==> src/rtl/devil_pkg.sv <==
package devil_pkg;

    //////////////////////////////////////////////////////////////////////
    // widths
    //////////////////////////////////////////////////////////////////////

    localparam int ADDR_W      = 44;
    localparam int REG_W       = 32;
    // range filter only looks at the low word of the address
    localparam int FILT_ADDR_W = 32;
    localparam int SNOOP_W     = 4;
    localparam int CRRESP_W    = 5;

    //////////////////////////////////////////////////////////////////////
    // control register layout
    //////////////////////////////////////////////////////////////////////

    localparam int CTRL_EN         = 0;
    localparam int CTRL_TEST_LSB   = 1;
    localparam int CTRL_FUNC_LSB   = 5;
    localparam int CTRL_CRRESP_LSB = 9;
    localparam int CTRL_ACF        = 14;
    localparam int CTRL_ADDRF      = 15;
    localparam int CTRL_OSH_EN     = 16;
    localparam int CTRL_CON_EN     = 17;

    // function field
    localparam int FUNC_W = 4;
    localparam logic [FUNC_W-1:0] FUNC_OSH = 4'd1;
    localparam logic [FUNC_W-1:0] FUNC_CON = 4'd2;
    localparam logic [FUNC_W-1:0] FUNC_ADL = 4'd3;
    localparam logic [FUNC_W-1:0] FUNC_ADT = 4'd4;
    localparam logic [FUNC_W-1:0] FUNC_PDT = 4'd5;

    // test field, any other code raises no strobe
    localparam int TEST_W = 4;
    localparam logic [TEST_W-1:0] TEST_FUZZ        = 4'd1;
    localparam logic [TEST_W-1:0] TEST_DLY_CRVALID = 4'd2;
    localparam logic [TEST_W-1:0] TEST_DLY_CDVALID = 4'd3;
    localparam logic [TEST_W-1:0] TEST_DLY_CDLAST  = 4'd4;

    //////////////////////////////////////////////////////////////////////
    // reply actions and delay
    //////////////////////////////////////////////////////////////////////

    localparam int ACT_W = 2;
    localparam logic [ACT_W-1:0] ACT_DUMMY    = 2'd0;
    localparam logic [ACT_W-1:0] ACT_ONE_SHOT = 2'd1;
    localparam logic [ACT_W-1:0] ACT_CONT     = 2'd2;

    localparam int DELAY_SEL_W = 4;
    localparam int DELAY_CNT_W = 32;
    // base delay, shifted by selector-1
    localparam logic [DELAY_CNT_W-1:0] DELAY_UNIT = 32'd16;

    // reply engine states
    localparam int ST_W = 3;
    localparam logic [ST_W-1:0] ST_IDLE  = 3'd0;
    localparam logic [ST_W-1:0] ST_WAIT  = 3'd1;
    localparam logic [ST_W-1:0] ST_DUMMY = 3'd2;
    localparam logic [ST_W-1:0] ST_RESP  = 3'd3;
    localparam logic [ST_W-1:0] ST_DELAY = 3'd4;
    localparam logic [ST_W-1:0] ST_END   = 3'd5;

endpackage

==> src/rtl/action_select.sv <==
`timescale 1ns/1ps

module action_select
(
    input  logic                          ace_aclk,
    input  logic                          ace_aresetn,
    input  logic                          i_valid,
    input  logic                          i_pass,
    input  logic [devil_pkg::FUNC_W-1:0]  i_func,
    input  logic                          i_osh_en,
    input  logic                          i_con_en,
    input  logic                          i_shot_done,
    input  logic                          i_busy,
    output logic                          o_valid,
    output logic [devil_pkg::ACT_W-1:0]   o_action,
    output logic                          o_busy
);

    logic [devil_pkg::ACT_W-1:0] action;

    //////////////////////////////////////////////////////////////////////
    // function decode
    //////////////////////////////////////////////////////////////////////

    always_comb
    begin
        action = devil_pkg::ACT_DUMMY;
        if (i_pass)
        begin
            case (i_func)
                devil_pkg::FUNC_OSH:
                begin
                    // only until the shot has fired once
                    if (i_osh_en && !i_shot_done)
                    begin
                        action = devil_pkg::ACT_ONE_SHOT;
                    end
                end
                devil_pkg::FUNC_CON:
                begin
                    if (i_con_en)
                    begin
                        action = devil_pkg::ACT_CONT;
                    end
                end
                // active paths and data tampering are not on this path
                default:
                begin
                    action = devil_pkg::ACT_DUMMY;
                end
            endcase
        end
    end

    assign o_busy = o_valid || i_busy;

    always_ff @(posedge ace_aclk)
    begin
        if (!ace_aresetn)
        begin
            o_valid <= 1'b0;
        end
        else
        begin
            o_valid <= i_valid;
        end
    end

    always_ff @(posedge ace_aclk)
    begin
        if (i_valid)
        begin
            o_action <= action;
        end
    end

    // reply engine only takes an action while idle
    a_engine_idle : assert property (@(posedge ace_aclk) disable iff (!ace_aresetn)
        o_valid |-> !i_busy);

endmodule

==> src/rtl/passive_devil.sv <==
`timescale 1ns/1ps

module passive_devil
(
    input  logic                              ace_aclk,
    input  logic                              ace_aresetn,
    input  logic                              i_trigger,
    input  logic [devil_pkg::SNOOP_W-1:0]     i_acsnoop_snapshot,
    input  logic [devil_pkg::ADDR_W-1:0]      i_acaddr_snapshot,
    input  logic [devil_pkg::REG_W-1:0]       i_control_reg,
    input  logic [devil_pkg::REG_W-1:0]       i_acsnoop_reg,
    input  logic [devil_pkg::REG_W-1:0]       i_base_addr_reg,
    input  logic [devil_pkg::REG_W-1:0]       i_addr_size_reg,
    input  logic [devil_pkg::DELAY_SEL_W-1:0] i_delay_sel,
    input  logic                              i_crready,
    output logic [devil_pkg::CRRESP_W-1:0]    o_crresp,
    output logic                              o_crvalid,
    output logic                              o_cdvalid,
    output logic                              o_cdlast,
    output logic                              o_reply,
    output logic                              o_end,
    output logic                              o_busy
);

    logic                             f_valid;
    logic                             f_pass;
    logic                             a_valid;
    logic [devil_pkg::ACT_W-1:0]      a_action;
    logic                             a_busy;
    logic                             e_busy;
    logic [devil_pkg::TEST_W-1:0]     ctrl_test;
    logic [devil_pkg::FUNC_W-1:0]     ctrl_func;
    logic [devil_pkg::CRRESP_W-1:0]   ctrl_crresp;

    // control register fields
    assign ctrl_test   = i_control_reg[devil_pkg::CTRL_TEST_LSB +: devil_pkg::TEST_W];
    assign ctrl_func   = i_control_reg[devil_pkg::CTRL_FUNC_LSB +: devil_pkg::FUNC_W];
    assign ctrl_crresp = i_control_reg[devil_pkg::CTRL_CRRESP_LSB +: devil_pkg::CRRESP_W];

    snoop_filter u_filter
    (
        .ace_aclk           (ace_aclk),
        .ace_aresetn        (ace_aresetn),
        .i_trigger          (i_trigger),
        .i_acsnoop_snapshot (i_acsnoop_snapshot),
        .i_acaddr_snapshot  (i_acaddr_snapshot),
        .i_acsnoop_reg      (i_acsnoop_reg),
        .i_base_addr_reg    (i_base_addr_reg),
        .i_addr_size_reg    (i_addr_size_reg),
        .i_ac_filter_en     (i_control_reg[devil_pkg::CTRL_ACF]),
        .i_addr_filter_en   (i_control_reg[devil_pkg::CTRL_ADDRF]),
        .i_busy             (a_busy),
        .o_valid            (f_valid),
        .o_pass             (f_pass),
        .o_busy             (o_busy)
    );

    // end flag feeds back so a fired one-shot turns into dummy replies
    action_select u_action
    (
        .ace_aclk    (ace_aclk),
        .ace_aresetn (ace_aresetn),
        .i_valid     (f_valid),
        .i_pass      (f_pass),
        .i_func      (ctrl_func),
        .i_osh_en    (i_control_reg[devil_pkg::CTRL_OSH_EN]),
        .i_con_en    (i_control_reg[devil_pkg::CTRL_CON_EN]),
        .i_shot_done (o_end),
        .i_busy      (e_busy),
        .o_valid     (a_valid),
        .o_action    (a_action),
        .o_busy      (a_busy)
    );

    reply_engine u_engine
    (
        .ace_aclk    (ace_aclk),
        .ace_aresetn (ace_aresetn),
        .i_valid     (a_valid),
        .i_action    (a_action),
        .i_crready   (i_crready),
        .i_test      (ctrl_test),
        .i_crresp    (ctrl_crresp),
        .i_delay_sel (i_delay_sel),
        .i_en        (i_control_reg[devil_pkg::CTRL_EN]),
        .o_crresp    (o_crresp),
        .o_crvalid   (o_crvalid),
        .o_cdvalid   (o_cdvalid),
        .o_cdlast    (o_cdlast),
        .o_reply     (o_reply),
        .o_end       (o_end),
        .o_busy      (e_busy)
    );

endmodule

==> src/rtl/reply_engine.sv <==
`timescale 1ns/1ps

module reply_engine
(
    input  logic                              ace_aclk,
    input  logic                              ace_aresetn,
    input  logic                              i_valid,
    input  logic [devil_pkg::ACT_W-1:0]       i_action,
    input  logic                              i_crready,
    input  logic [devil_pkg::TEST_W-1:0]      i_test,
    input  logic [devil_pkg::CRRESP_W-1:0]    i_crresp,
    input  logic [devil_pkg::DELAY_SEL_W-1:0] i_delay_sel,
    input  logic                              i_en,
    output logic [devil_pkg::CRRESP_W-1:0]    o_crresp,
    output logic                              o_crvalid,
    output logic                              o_cdvalid,
    output logic                              o_cdlast,
    output logic                              o_reply,
    output logic                              o_end,
    output logic                              o_busy
);

    logic [devil_pkg::ST_W-1:0]        state;
    logic [devil_pkg::ACT_W-1:0]       action_q;
    logic [devil_pkg::DELAY_CNT_W-1:0] delay_cnt;
    logic [devil_pkg::DELAY_CNT_W-1:0] delay_len;
    logic                              tamper;
    logic                              one_shot;

    // selector 0 means no extra wait
    assign delay_len = (i_delay_sel == '0) ? '0 :
                       (devil_pkg::DELAY_UNIT << (i_delay_sel - 1'b1));

    assign tamper   = (action_q != devil_pkg::ACT_DUMMY);
    assign one_shot = (action_q == devil_pkg::ACT_ONE_SHOT);

    // reply pulse is the single cycle spent in the end state
    assign o_reply = (state == devil_pkg::ST_END);
    assign o_busy  = (state != devil_pkg::ST_IDLE);

    //////////////////////////////////////////////////////////////////////
    // reply FSM
    //////////////////////////////////////////////////////////////////////

    always_ff @(posedge ace_aclk)
    begin
        if (!ace_aresetn)
        begin
            state     <= devil_pkg::ST_IDLE;
            o_crresp  <= '0;
            o_crvalid <= 1'b0;
            o_cdvalid <= 1'b0;
            o_cdlast  <= 1'b0;
            o_end     <= 1'b0;
        end
        else
        begin
            case (state)
                devil_pkg::ST_IDLE:
                begin
                    if (i_valid)
                    begin
                        action_q <= i_action;
                        state    <= devil_pkg::ST_WAIT;
                    end
                    // end flag is only released by clearing the enable bit
                    if (!i_en)
                    begin
                        o_end <= 1'b0;
                    end
                end
                devil_pkg::ST_WAIT:
                begin
                    if (i_crready && !tamper)
                    begin
                        o_crresp  <= '0;
                        o_crvalid <= 1'b1;
                        state     <= devil_pkg::ST_DUMMY;
                    end
                    else if (i_crready)
                    begin
                        o_crresp  <= i_crresp;
                        delay_cnt <= '0;
                        case (i_test)
                            devil_pkg::TEST_FUZZ:
                            begin
                                o_crvalid <= 1'b1;
                                o_cdvalid <= 1'b1;
                                o_cdlast  <= 1'b1;
                                state     <= devil_pkg::ST_RESP;
                            end
                            devil_pkg::TEST_DLY_CRVALID:
                            begin
                                o_cdvalid <= 1'b1;
                                o_cdlast  <= 1'b1;
                                state     <= devil_pkg::ST_DELAY;
                            end
                            devil_pkg::TEST_DLY_CDVALID:
                            begin
                                o_crvalid <= 1'b1;
                                o_cdlast  <= 1'b1;
                                state     <= devil_pkg::ST_DELAY;
                            end
                            devil_pkg::TEST_DLY_CDLAST:
                            begin
                                o_crvalid <= 1'b1;
                                o_cdvalid <= 1'b1;
                                state     <= devil_pkg::ST_DELAY;
                            end
                            default:
                            begin
                                // no strobe, straight to the ending
                                o_end <= o_end || one_shot;
                                state <= devil_pkg::ST_END;
                            end
                        endcase
                    end
                end
                devil_pkg::ST_DUMMY:
                begin
                    o_crvalid <= 1'b0;
                    state     <= devil_pkg::ST_END;
                end
                devil_pkg::ST_DELAY:
                begin
                    if (delay_cnt == delay_len)
                    begin
                        // other two strobes are already up
                        o_crvalid <= 1'b1;
                        o_cdvalid <= 1'b1;
                        o_cdlast  <= 1'b1;
                        state     <= devil_pkg::ST_RESP;
                    end
                    else
                    begin
                        delay_cnt <= delay_cnt + 1'b1;
                    end
                end
                devil_pkg::ST_RESP:
                begin
                    o_crvalid <= 1'b0;
                    o_cdvalid <= 1'b0;
                    o_cdlast  <= 1'b0;
                    o_end     <= o_end || one_shot;
                    state     <= devil_pkg::ST_END;
                end
                devil_pkg::ST_END:
                begin
                    o_crresp <= '0;
                    state    <= devil_pkg::ST_IDLE;
                end
                default:
                begin
                    state <= devil_pkg::ST_IDLE;
                end
            endcase
        end
    end

    a_idle_quiet : assert property (@(posedge ace_aclk) disable iff (!ace_aresetn)
        (state == devil_pkg::ST_IDLE) |-> !(o_crvalid || o_cdvalid || o_cdlast));

    // strobes are all down by the time the reply pulses
    a_reply_quiet : assert property (@(posedge ace_aclk) disable iff (!ace_aresetn)
        o_reply |-> !(o_crvalid || o_cdvalid || o_cdlast));

endmodule

==> src/rtl/snoop_filter.sv <==
`timescale 1ns/1ps

module snoop_filter
(
    input  logic                             ace_aclk,
    input  logic                             ace_aresetn,
    input  logic                             i_trigger,
    input  logic [devil_pkg::SNOOP_W-1:0]    i_acsnoop_snapshot,
    input  logic [devil_pkg::ADDR_W-1:0]     i_acaddr_snapshot,
    input  logic [devil_pkg::REG_W-1:0]      i_acsnoop_reg,
    input  logic [devil_pkg::REG_W-1:0]      i_base_addr_reg,
    input  logic [devil_pkg::REG_W-1:0]      i_addr_size_reg,
    input  logic                             i_ac_filter_en,
    input  logic                             i_addr_filter_en,
    input  logic                             i_busy,
    output logic                             o_valid,
    output logic                             o_pass,
    output logic                             o_busy
);

    logic [devil_pkg::FILT_ADDR_W-1:0] addr_lo;
    logic [devil_pkg::FILT_ADDR_W-1:0] base_lo;
    logic [devil_pkg::FILT_ADDR_W-1:0] limit_lo;
    logic                              ac_match;
    logic                              addr_match;
    logic                              pass;
    logic                              accept;

    // range check on the low address word only
    assign addr_lo    = i_acaddr_snapshot[devil_pkg::FILT_ADDR_W-1:0];
    assign base_lo    = i_base_addr_reg[devil_pkg::FILT_ADDR_W-1:0];
    assign limit_lo   = base_lo + i_addr_size_reg[devil_pkg::FILT_ADDR_W-1:0];
    assign addr_match = (addr_lo >= base_lo) && (addr_lo < limit_lo);

    assign ac_match = (i_acsnoop_snapshot == i_acsnoop_reg[devil_pkg::SNOOP_W-1:0]);

    // a disabled filter lets every snoop through
    assign pass = (ac_match || !i_ac_filter_en) && (addr_match || !i_addr_filter_en);

    // one snoop in flight, later triggers are dropped
    assign accept = i_trigger && !o_busy;
    assign o_busy = o_valid || i_busy;

    always_ff @(posedge ace_aclk)
    begin
        if (!ace_aresetn)
        begin
            o_valid <= 1'b0;
        end
        else
        begin
            o_valid <= accept;
        end
    end

    // verdict from the snapshot taken with the trigger
    always_ff @(posedge ace_aclk)
    begin
        if (accept)
        begin
            o_pass <= pass;
        end
    end

    // later stages are drained when a new verdict leaves
    a_stages_empty : assert property (@(posedge ace_aclk) disable iff (!ace_aresetn)
        o_valid |-> !i_busy);

endmodule

==> config.mk <==
export PLATFORM = sky130hd
export DESIGN_NAME = passive_devil
export DESIGN_NICKNAME = d
export VERILOG_FILES = /design/src/rtl/devil_pkg.sv /design/src/rtl/action_select.sv /design/src/rtl/passive_devil.sv /design/src/rtl/reply_engine.sv /design/src/rtl/snoop_filter.sv
export SDC_FILE = /design/constraint.sdc
export NUM_CORES = 1
export LEC_CHECK = 0
export ABC_AREA = 1
export BUFFER_PORTS_ARGS = -buffer_cell sky130_fd_sc_hd__buf_2
export CORE_MARGIN = 5
export CORE_UTILIZATION = 35
export DETAILED_ROUTE_END_ITERATION = 10
export PLACE_DENSITY = 0.62
export SYNTH_ARGS = -nofsm -noshare
export SYNTH_HDL_FRONTEND = slang
export SYNTH_HIERARCHICAL = 1
export SYNTH_SLANG_ARGS = --single-unit
==> constraint.sdc <==
create_clock -name ace_aclk -period 4.45 [get_ports ace_aclk]
set_input_delay 0.445 -clock ace_aclk [delete_from_list [all_inputs] [get_ports ace_aclk]]
set_output_delay 0.445 -clock ace_aclk [all_outputs]
set_load 0.005 [all_outputs]
=== After elaboration in Yosys (flattened, before gate mapping) ===
Cells that the tools add are included.

* Flip-flop bits (word level): 51
* Input bits: 184
* Output and inout port bits: 11
* Logic and storage cells: 116

* Add/subtract/negate cells: 3
* Magnitude comparators: 2
* Equality and inequality tests: 25
* Shift-type cells: 1
* Mux-type cells: 35
* Reduce and logical (&&, ||, !) cells: 38

{| class="wikitable"
|+ Operators with widths
! operator !! count
|-
| two-way mux 32 bit || 4
|-
| one-hot mux 32 bit (2 select lines) || 1
|-
| adder 32 x 1 -> 32 bit (second input constant) || 1
|-
| adder 32 bit || 1
|-
| == test 32 bit || 1
|-
| >= comparator 32 bit || 1
|-
| < comparator 32 bit || 1
|-
| << shifter 5 x 4 -> 32 bit (first input constant) || 1
|-
| AND reduction 5 bit || 4
|-
| inequality test 2 bit (second input constant) || 8
|-
| two-way mux 1 bit || 15
|-
| == test 4 x 2 -> 1 bit (second input constant) || 3
|-
| two-way mux 3 bit || 4
|-
| one-hot mux 1 bit (3 select lines) || 4
|-
| one-hot mux 3 bit (4 select lines) || 1
|-
| nonzero test 3 bit || 4
|-
| OR reduction 3 bit || 4
|-
| two-way mux 5 bit || 2
|-
| one-hot mux 5 bit (2 select lines) || 1
|-
| == test 4 x 1 -> 1 bit (second input constant) || 2
|-
| == test 3 x 2 -> 1 bit (second input constant) || 2
|-
| == test 3 bit (second input constant) || 2
|-
| inequality test 3 x 2 -> 1 bit (second input constant) || 2
|-
| one-hot mux 3 bit (2 select lines) || 1
|-
| 19 further kinds || 34
|}

=== Longest topological paths before layout ===
Gate-level depths: netlist of the first run.

* Depth after elaboration: 6
* Gate-level depth with buffers: 20
* Gate-level depth less buffers: 20

=== Hierarchy ===
The synthesis of the first run kept the hierarchy.

{| class="wikitable"
|+ By module, submodules not included
! module !! instances !! cells an instance !! area an instance (um^2)
|-
| snoop_filter || 1 || 575 || 3559.7
|-
| reply_engine || 1 || 433 || 3074.2
|-
| action_select || 1 || 19 || 153.9
|}

=== Worst setup path after synthesis of the first run ===
Ideal clock, no wire load.

* Path type: input to register
* Start point: input port i_base_addr_reg[0] in the netlist's numbering
* End point: register u_filter.o_pass (data pin)
* Data arrival time: 2.627 ns
* Required time: 4.194 ns
* Setup slack: 1.567 ns
* Stages: 18
* Path buffers: 0
* Cell sequence: ha_1 inv_2 fa_1 inv_1 nand2_1 o21ai_4 a21boi_2 o21ai_2 a21oi_1 xor2_1 ha_1 nand2_1 nor2_1 nand4_1 nor2_1 nand2_1 nand3_1 a21oi_1

* Word-level cells in the longest chain between the ends: 5
* Elaborated cells between the ends (all ways): 6
* Those cells by class: add/sub (1); order compare (2); reduce/logical (3)

{| class="wikitable"
|+ RTL lines
! what !! RTL line !! source
|-
| start: declaration || passive_devil.sv:12 || <nowiki>input logic [devil_pkg::REG_W-1:0] i_base_addr_reg,</nowiki>
|-
| adder 32 bit || snoop_filter.sv:32 || <nowiki>assign limit_lo = base_lo + i_addr_size_reg[devil_pkg::FILT_ADDR_W-1:0];</nowiki>
|-
| < comparator 32 bit || snoop_filter.sv:33 || <nowiki>assign addr_match = (addr_lo >= base_lo) && (addr_lo < limit_lo);</nowiki>
|-
| logical AND 1 bit (*) || snoop_filter.sv:33 ||
|-
| logical OR 1 bit (*) || snoop_filter.sv:38 || <nowiki>assign pass = (ac_match || !i_ac_filter_en) && (addr_match || !i_addr_filter_en);</nowiki>
|-
| logical AND 1 bit (*) || snoop_filter.sv:38 ||
|-
| named net u_filter.pass || snoop_filter.sv:26 || <nowiki>logic pass;</nowiki>
|-
| end signal: assignment || snoop_filter.sv:61 || <nowiki>o_pass <= pass;</nowiki>
|-
| end: declaration || snoop_filter.sv:17 || <nowiki>output logic o_pass,</nowiki>
|}

The timed path passes the listed nets; every way through them passes the cells marked *.
A chain may end at the register's enable or synchronous reset.

=== Worst setup path in the final report of the first run ===
Ends and elaborated chain as after synthesis.

==> flow_summary.rst, run 1 <==
.. list-table::
   :header-rows: 1

   * - Metric
     - Value
   * - Outcome
     - finished, final reports clean
   * - DR pass1 iterations
     - 5
   * - Total half-perimeter wirelength after legalization and detailed placement
     - ~16000 um
   * - Final sum of negative setup slack
     - 0 ns
   * - Number of cells on the worst reg-to-reg path
     - 7
   * - Count of final max-slew check failures
     - 0
   * - Final setup violation count
     - 0
   * - Average vias per placed instance
     - 4.85
   * - Overflow left after global routing
     - 0
   * - Worst rel slew slack
     - 0.479
   * - Data arrival time of the worst path
     - ~3.3 ns
   * - Dpl cell area
     - just under 0.008 sq mm
   * - Standard cell core area
     - a little under 0.02 sq mm
   * - Clock-pin slew on the worst setup and hold paths
     - 0.07 ns
   * - Max Fanout on Critical Path
     - 3
   * - Count of pins on the block boundary
     - 195
   * - Number of enable flip-flop cells after synthesis
     - 37
   * - Post-Route WL
     - around 19000 um
   * - Worst path required time
     - approximately 4.6 ns
   * - Total DRC errors in the routed layout
     - 0
   * - Largest buffer count on any clock path
     - 2
   * - Placed cell count
     - approximately 1400
   * - CP max stage delay
     - about 0.4 ns
   * - Insertion delay to the later sink of the worst-skew pair
     - about 0.30 ns
   * - N_diodes
     - 0
   * - Number of endpoints with negative hold slack in the final report
     - 0
   * - Share of final-layout standard cells stronger than drive strength 1
     - 0.180
   * - Die span in x
     - 149 um
   * - CP startpoint kind
     - input port
   * - Number of antenna violations at the first check in global routing
     - 1
   * - Cell area after layout
     - roughly 0.008 sq mm
   * - Global-route usage over all layers
     - 0.166
   * - Post-CTS sizing
     - 0
   * - # hold bufs at CTS
     - 0
   * - Setup WS pre-CTS
     - around 0.99 ns
   * - Remaining number of nets flagged by the antenna check after routing
     - 0
   * - Syn Inst Count
     - just over 1000
   * - Sequential fraction of the synthesis area
     - 0.205
   * - Pwr dens
     - 208 mW/mm^2
   * - Setup repair after global routing missed its margin
     - no
   * - Transition at the pin with the smallest max-transition slack
     - around 0.8 ns
   * - Non-filler instance count after layout
     - around 1400
   * - Final setup skew
     - 0.00692 ns
   * - TritonCTS Buffers
     - 5
   * - Signed area change from the synthesized netlist to the final layout
     - 17.6%
   * - Portion of the clock cycle consumed by the worst path in the final layout
     - 0.709
   * - Avg WL per Cell
     - 13.1 um
   * - WS Path Type
     - in2reg
   * - Synthesized Nets
     - around 1300
   * - Total of warnings raised by yosys
     - 6
   * - Minimum period implied by the final worst setup slack
     - 3.15 ns
   * - Class of the worst hold path
     - in2reg
   * - Pin count of the biggest net entering global routing
     - 33
   * - Standard-cell rows
     - approximately 50
   * - Maximum clock frequency
     - ~320 MHz
   * - Global-route wire length before repair
     - roughly 31000 um
   * - Clock tree from TritonCTS
     - yes
   * - Post-synthesis instance area
     - 0.00679 sq mm
   * - Starting density of the core
     - 0.352
   * - Largest voltage drop on the vdd net
     - around 130 uV
   * - Buffer cell driving the clock tree root
     - clkbuf_16
   * - Number of nets in the finished design
     - between 1000 and 1500
   * - Commonest non-fill, non-tap cells in the layout
     - nand2_1, buf_2, inv_1
   * - Number of setup buffers added after CTS
     - 0
   * - Final Worst Setup Slack
     - roughly 1.3 ns
   * - Synth unique cells
     - slightly above 50
   * - Cell chain of the critical path
     - buf_2, ha_1, inv_2, fa_1, inv_1, nand2_1, o21ai_4, a21boi_2, o21ai_2, nand3_1, nand2_1, xor2_1, ha_1, nand4_1, inv_1, nand2_1, nand3_1, a21oi_1, nand3_1, a21oi_1
   * - Synthesized area per cell
     - between 6 and 7 sq um
   * - Routed vias
     - approximately 7000
   * - #FFs+latches synth
     - 51
   * - Die span in y
     - between 100 and 150 um
   * - Die area
     - ~0.022 sq mm
   * - Via count of the first global-routing pass
     - around 6700
   * - Cell at the slowest stage of the critical path
     - fa_1
   * - CTS sink count
     - between 50 and 60
   * - Port-buffer cells
     - 140
   * - Hold depth
     - 3
   * - Type of element capturing the critical path
     - register
   * - Commonest non-fill, non-tap cell in the layout
     - nand2_1
   * - Number of violations reported at the end of detailed-routing iteration 0
     - 271
   * - Main synth FF type
     - edfxtp_1
   * - Final estimated routing congestion in global placement
     - between 0.8 and 0.9
   * - Count of H-tree levels built during CTS
     - 2
   * - Share of async-settable or async-resettable flops after synthesis
     - 0
   * - Reported leakage power
     - ~3.9 nW
   * - Tot Pwr
     - around 0.0017 W
   * - Number of maximum-capacitance constraint violations
     - 0
worst max-delay path, delay by kind of cell:
family / cells / cell delay [ns]
and+or+nand+nor: 7 / 0.66
AOI/OAI and AO/OA: 5 / 0.80
buffers and inverters: 4 / 0.30
xor gates and xnor gates: 1 / 0.20
adders and majority gates: 3 / 0.91
layer usage:
layer,GRT usage,wire [um],share of wire
met5,0,13,0.00069
met4,0.0439,383,0.020
met3,0.0185,835,0.044
met2,0.301,9180,0.49
met1,0.210,8390,0.45
flip-flops by register name, indices dropped and copies added, names as in the netlist:
signal / count
u_engine/delay_cnt: 32
u_engine/o_crresp: 5
u_engine/state: 3
u_action/o_action: 2
u_engine/action_q: 2
u_action/o_valid: 1
u_engine/o_cdlast: 1
u_engine/o_cdvalid: 1
u_engine/o_crvalid: 1
u_engine/o_end: 1
u_filter/o_pass: 1
u_filter/o_valid: 1
per-stage QoR:
stage | utilization | hold WS (ns)
3_3_place_gp | 0.406 | 0.403
5_1_grt | 0.414 | 0.403
3_5_place_dp | 0.406 | 0.407
6_report | 0.414 | 0.385
4_1_cts | 0.414 | 0.381
2_1_floorplan | - | 0.400
Yosys cell counts, types with 6 or more instances:
| master | number | share of area |
|---|---|---|
| nand2_1 | 256 | 0.14 |
| inv_1 | 134 | 0.074 |
| nor2_1 | 119 | 0.066 |
| a21oi_1 | 105 | 0.077 |
| ha_1 | 96 | 0.18 |
| nand3_1 | 39 | 0.029 |
| o21ai_0 | 39 | 0.029 |
| edfxtp_1 | 37 | 0.16 |
| nor3_1 | 25 | 0.018 |
| xnor2_1 | 19 | 0.025 |
| dfxtp_1 | 14 | 0.041 |
| nand4_1 | 13 | 0.012 |
| nor2_2 | 13 | 0.012 |
| o21ai_1 | 12 | 0.0088 |
| inv_2 | 10 | 0.0055 |
| o21a_1 | 10 | 0.011 |
| xor2_1 | 10 | 0.013 |
| nand3b_1 | 8 | 0.0088 |
| nand2_2 | 6 | 0.0055 |
final cells by class:
class / instances / area [sq um]
fillers: 2124 / 11300
repair buffers: 142 / 716
multi-input cells: 827 / 4830
inverters: 145 / 546
clock inverters: 2 / 12.5
flip-flops and latches: 51 / 1390
clock buffers: 6 / 150
well taps: 265 / 332
logic make-up after synthesis:
| family | count (synthesis) | synth area share |
|---|---|---|
| compound gates | 195 | 0.164 |
| simple gates | 506 | 0.331 |
| xor+xnor | 29 | 0.0374 |
| fa+ha+maj | 97 | 0.180 |
| buf+inv | 149 | 0.0828 |
| flops | 51 | 0.205 |
worst paths after layout:
kind,start,endpoint,slack [ns]
max,i_base_addr_reg[0],u_filter/o_pass,1.30
min,i_trigger,u_filter/o_valid,0.39
max reg2reg,u_engine/state[2],u_engine/delay_cnt[19],2.11
min reg2reg,u_action/o_action[0],u_engine/action_q[0],0.42
power by group:
group | leakage (nW) | total (W) | internal, W | switching, W
clock network | 0.0800 | 0.000424 | 0.000243 | 0.000181
registers | 0.462 | 0.000546 | 0.000529 | 0.0000166
logic | 3.40 | 0.000693 | 0.000277 | 0.000415
total | 3.94 | 0.00166 | 0.00105 | 0.000613
Note: power is estimated with default switching activity, not from simulation.
==> run 2: changes to the inputs <==
- clock period: 4.45 -> 3 ns (I/O delays scaled with it)
==> flow_summary.rst, run 2 (synthesis gave the netlist of run 1 again) <==
.. list-table::
   :header-rows: 1

   * - Metric
     - Value
   * - Critical path buffer and inverter count
     - 4
   * - Remaining number of nets flagged by the antenna check after routing
     - 0
   * - Signed area change from the synthesized netlist to the final layout
     - 21.3%
   * - CP startpoint kind
     - input port
   * - Final setup violation count
     - 0
   * - Maximum clock frequency
     - between 300 and 400 MHz
   * - Starting density of the core
     - 0.352
   * - DR pass1 iterations
     - 5
   * - Number of endpoints with negative hold slack in the final report
     - 0
   * - Setup repair after global routing missed its margin
     - no
   * - Port-buffer cells
     - 140
   * - Cell-internal power
     - around 0.0016 W
   * - Total half-perimeter wirelength after legalization and detailed placement
     - approximately 17000 um
   * - Standard-cell rows
     - 51
   * - CP max stage delay
     - between 0.3 and 0.4 ns
   * - Delay-heaviest family, CP
     - adder cells
   * - Part of the total power dissipated in sequential elements
     - 0.323
   * - Count of final max-slew check failures
     - 0
   * - Number of violations reported at the end of detailed-routing iteration 0
     - between 300 and 400
   * - Flip-flop count of the largest register after layout
     - 32
   * - Share of final-layout standard cells stronger than drive strength 1
     - 0.209
   * - Number of maximum-capacitance constraint violations
     - 0
   * - Minimum period implied by the final worst setup slack
     - ~2.8 ns
   * - Max Fanout on Critical Path
     - 4
   * - Portion of total power attributed to the clock network
     - 0.235
   * - Pwr dens
     - roughly 300 mW/mm^2
   * - Post-Route WL
     - about 19000 um
   * - Commonest non-fill, non-tap cell in the layout
     - nand2_1
   * - Via count of the first global-routing pass
     - roughly 6800
   * - CTS sink count
     - just over 50
   * - Clock-pin slew on the worst setup and hold paths
     - ~0.060 ns
   * - Final setup skew
     - 0.00870 ns
   * - Die area
     - 0.0223 sq mm
   * - Data arrival time of the worst path
     - approximately 2.8 ns
   * - Largest regs
     - u_engine/delay_cnt x32, u_engine/o_crresp x5, u_engine/state x3
   * - Overflow left after global routing
     - 0
   * - Routed vias
     - slightly above 7000
   * - Buffer cell driving the clock tree root
     - clkbuf_16
   * - Number of antenna violations at the first check in global routing
     - 0
   * - Switching portion of total power
     - 0.369
   * - Cell chain of the critical path
     - buf_2, ha_4, inv_2, fa_2, inv_1, nand2_2, o21ai_4, a21oi_2, o21ai_2, buf_4, xnor2_1, ha_1, nand3_1, nor3_1, nand2_1, nand2_1, nand2_1, nand3_2, a21oi_2
   * - Portion of the clock cycle consumed by the worst path in the final layout
     - 0.931
   * - Transition at the pin with the smallest max-transition slack
     - between 0.4 and 0.5 ns
   * - Average vias per placed instance
     - around 4.8
   * - Register containing the most flip-flops in the final layout
     - u_engine/delay_cnt
   * - Largest voltage drop on the vdd net
     - slightly above 200 uV
   * - Insertion delay to the later sink of the worst-skew pair
     - 0.29 ns
   * - Class of the worst hold path
     - in2reg
   * - Clock tree from TritonCTS
     - yes
   * - WS Path Type
     - in2reg
   * - Commonest non-fill, non-tap cells in the layout
     - nand2_1, buf_2, inv_1
   * - Number of nets in the finished design
     - between 1000 and 1500
   * - Count of pins on the block boundary
     - 195
   * - Largest buffer count on any clock path
     - 2
   * - Final estimated routing congestion in global placement
     - approximately 0.9
   * - Standard cell core area
     - between 0.015 and 0.02 sq mm
   * - Setup WS pre-CTS
     - -0.206 ns
   * - TritonCTS Buffers
     - 5
   * - Worst path required time
     - between 3 and 4 ns
   * - Filler Cell Count
     - just over 2000
   * - Part of the total power dissipated in combinational logic
     - 0.441
   * - Worst rel slew slack
     - 0.701
   * - N_diodes
     - 0
   * - Pin count of the biggest net entering global routing
     - 33
   * - Most frequent cell on the critical path
     - nand2_1
   * - Cell at the slowest stage of the critical path
     - fa_2
   * - Die span in y
     - 149 um
   * - Avg WL per Cell
     - approximately 13 um
   * - Type of element capturing the critical path
     - register
   * - Reported leakage power
     - ~4 nW
   * - Final Worst Setup Slack
     - approximately 0.21 ns
   * - Count of H-tree levels built during CTS
     - 2
   * - Die span in x
     - ~150 um
   * - Total DRC errors in the routed layout
     - 0
   * - Global-route usage over all layers
     - 0.170
   * - Reported net switching power
     - roughly 0.00092 W
   * - Global-route wire length before repair
     - about 31000 um
   * - Outcome
     - finished, final reports clean
   * - Tot Pwr
     - approximately 0.0025 W
run 2: cell types whose count changed in the layout (fill, tap and decap cells not counted), moves of 2 or more:
cell / delta
nand3_2: +2
a21oi_2: +4
nand3_1: -2
a21oi_1: -4
buf_4: +26
nand2_1: -3
nand2_2: +3
run 2: worst register-to-register path, delay by kind of cell (launching register included):
| family | cells | cell delay, ns |
|---|---|---|
| flops | 1 | 0.43 |
| compound gates | 2 | 0.13 |
| buf+inv | 4 | 0.60 |
| simple gates | 4 | 0.79 |
run 2: final cells by class:
cell class / count / area [sq um] / share of cell area
multi-input combinational: 827 / 4900 / 0.595
sequential: 51 / 1390 / 0.169
timing repair buffer: 168 / 911 / 0.111
inverter: 145 / 546 / 0.0663
tap: 265 / 332 / 0.0403
clock buffer: 6 / 139 / 0.0169
clock inverter: 2 / 15.0 / 0.00182
run 2: repair_timing:
action / CTS / global route
setup endpoints to repair: 0 / 1
gates resized for setup: 0 / 15
setup buffers: 0 / 0
hold buffers: 0 / 0
run 2: through the flow:
step / hold WS (ns) / setup TNS, ns / instances / instance area (sq um) / util
final: 0.249 / 0 / 1464 / 8230 / 0.427
after global routing: 0.265 / 0 / 1464 / 8230 / 0.427
after CTS: 0.243 / 0 / 1464 / 8170 / 0.424
after detailed placement: 0.415 / -0.206 / 1456 / 8010 / 0.416
after global placement: 0.404 / -0.135 / 1456 / 8010 / 0.416
after floorplan: 0.398 / 0 / 1027 / 6790 / -
run 2: metal layers:
metal  part of all wire  vias to the layer above  track usage
li1                   -                     3769            -
met1               0.44                     3105        0.215
met2               0.49                      162        0.315
met3              0.045                       16       0.0179
met4              0.016                        0       0.0307
met5                  0                        -            0
run 2: path summary, 6_finish.rpt:
path	startpoint	to	slack (ns)	depth (start not counted)
max reg2reg	u_engine/state[0]	u_engine/delay_cnt[5]	0.74	10
max	i_base_addr_reg[0]	u_filter/o_pass	0.21	19
min reg2reg	u_action/o_action[1]	u_engine/action_q[1]	0.43	0
min	i_trigger	u_filter/o_valid	0.25	3
run 2: power by group through the flow:
stage / combinational, W / sequential, W / clock [W]
after global routing: 0.00127 / 0.000814 / 0.000636
final: 0.00111 / 0.000810 / 0.000590
after floorplan: 0.000711 / 0.000820 / 0
after CTS: 0.00109 / 0.000809 / 0.000615
after global placement: 0.00107 / 0.000824 / 0
after detailed placement: 0.00109 / 0.000825 / 0
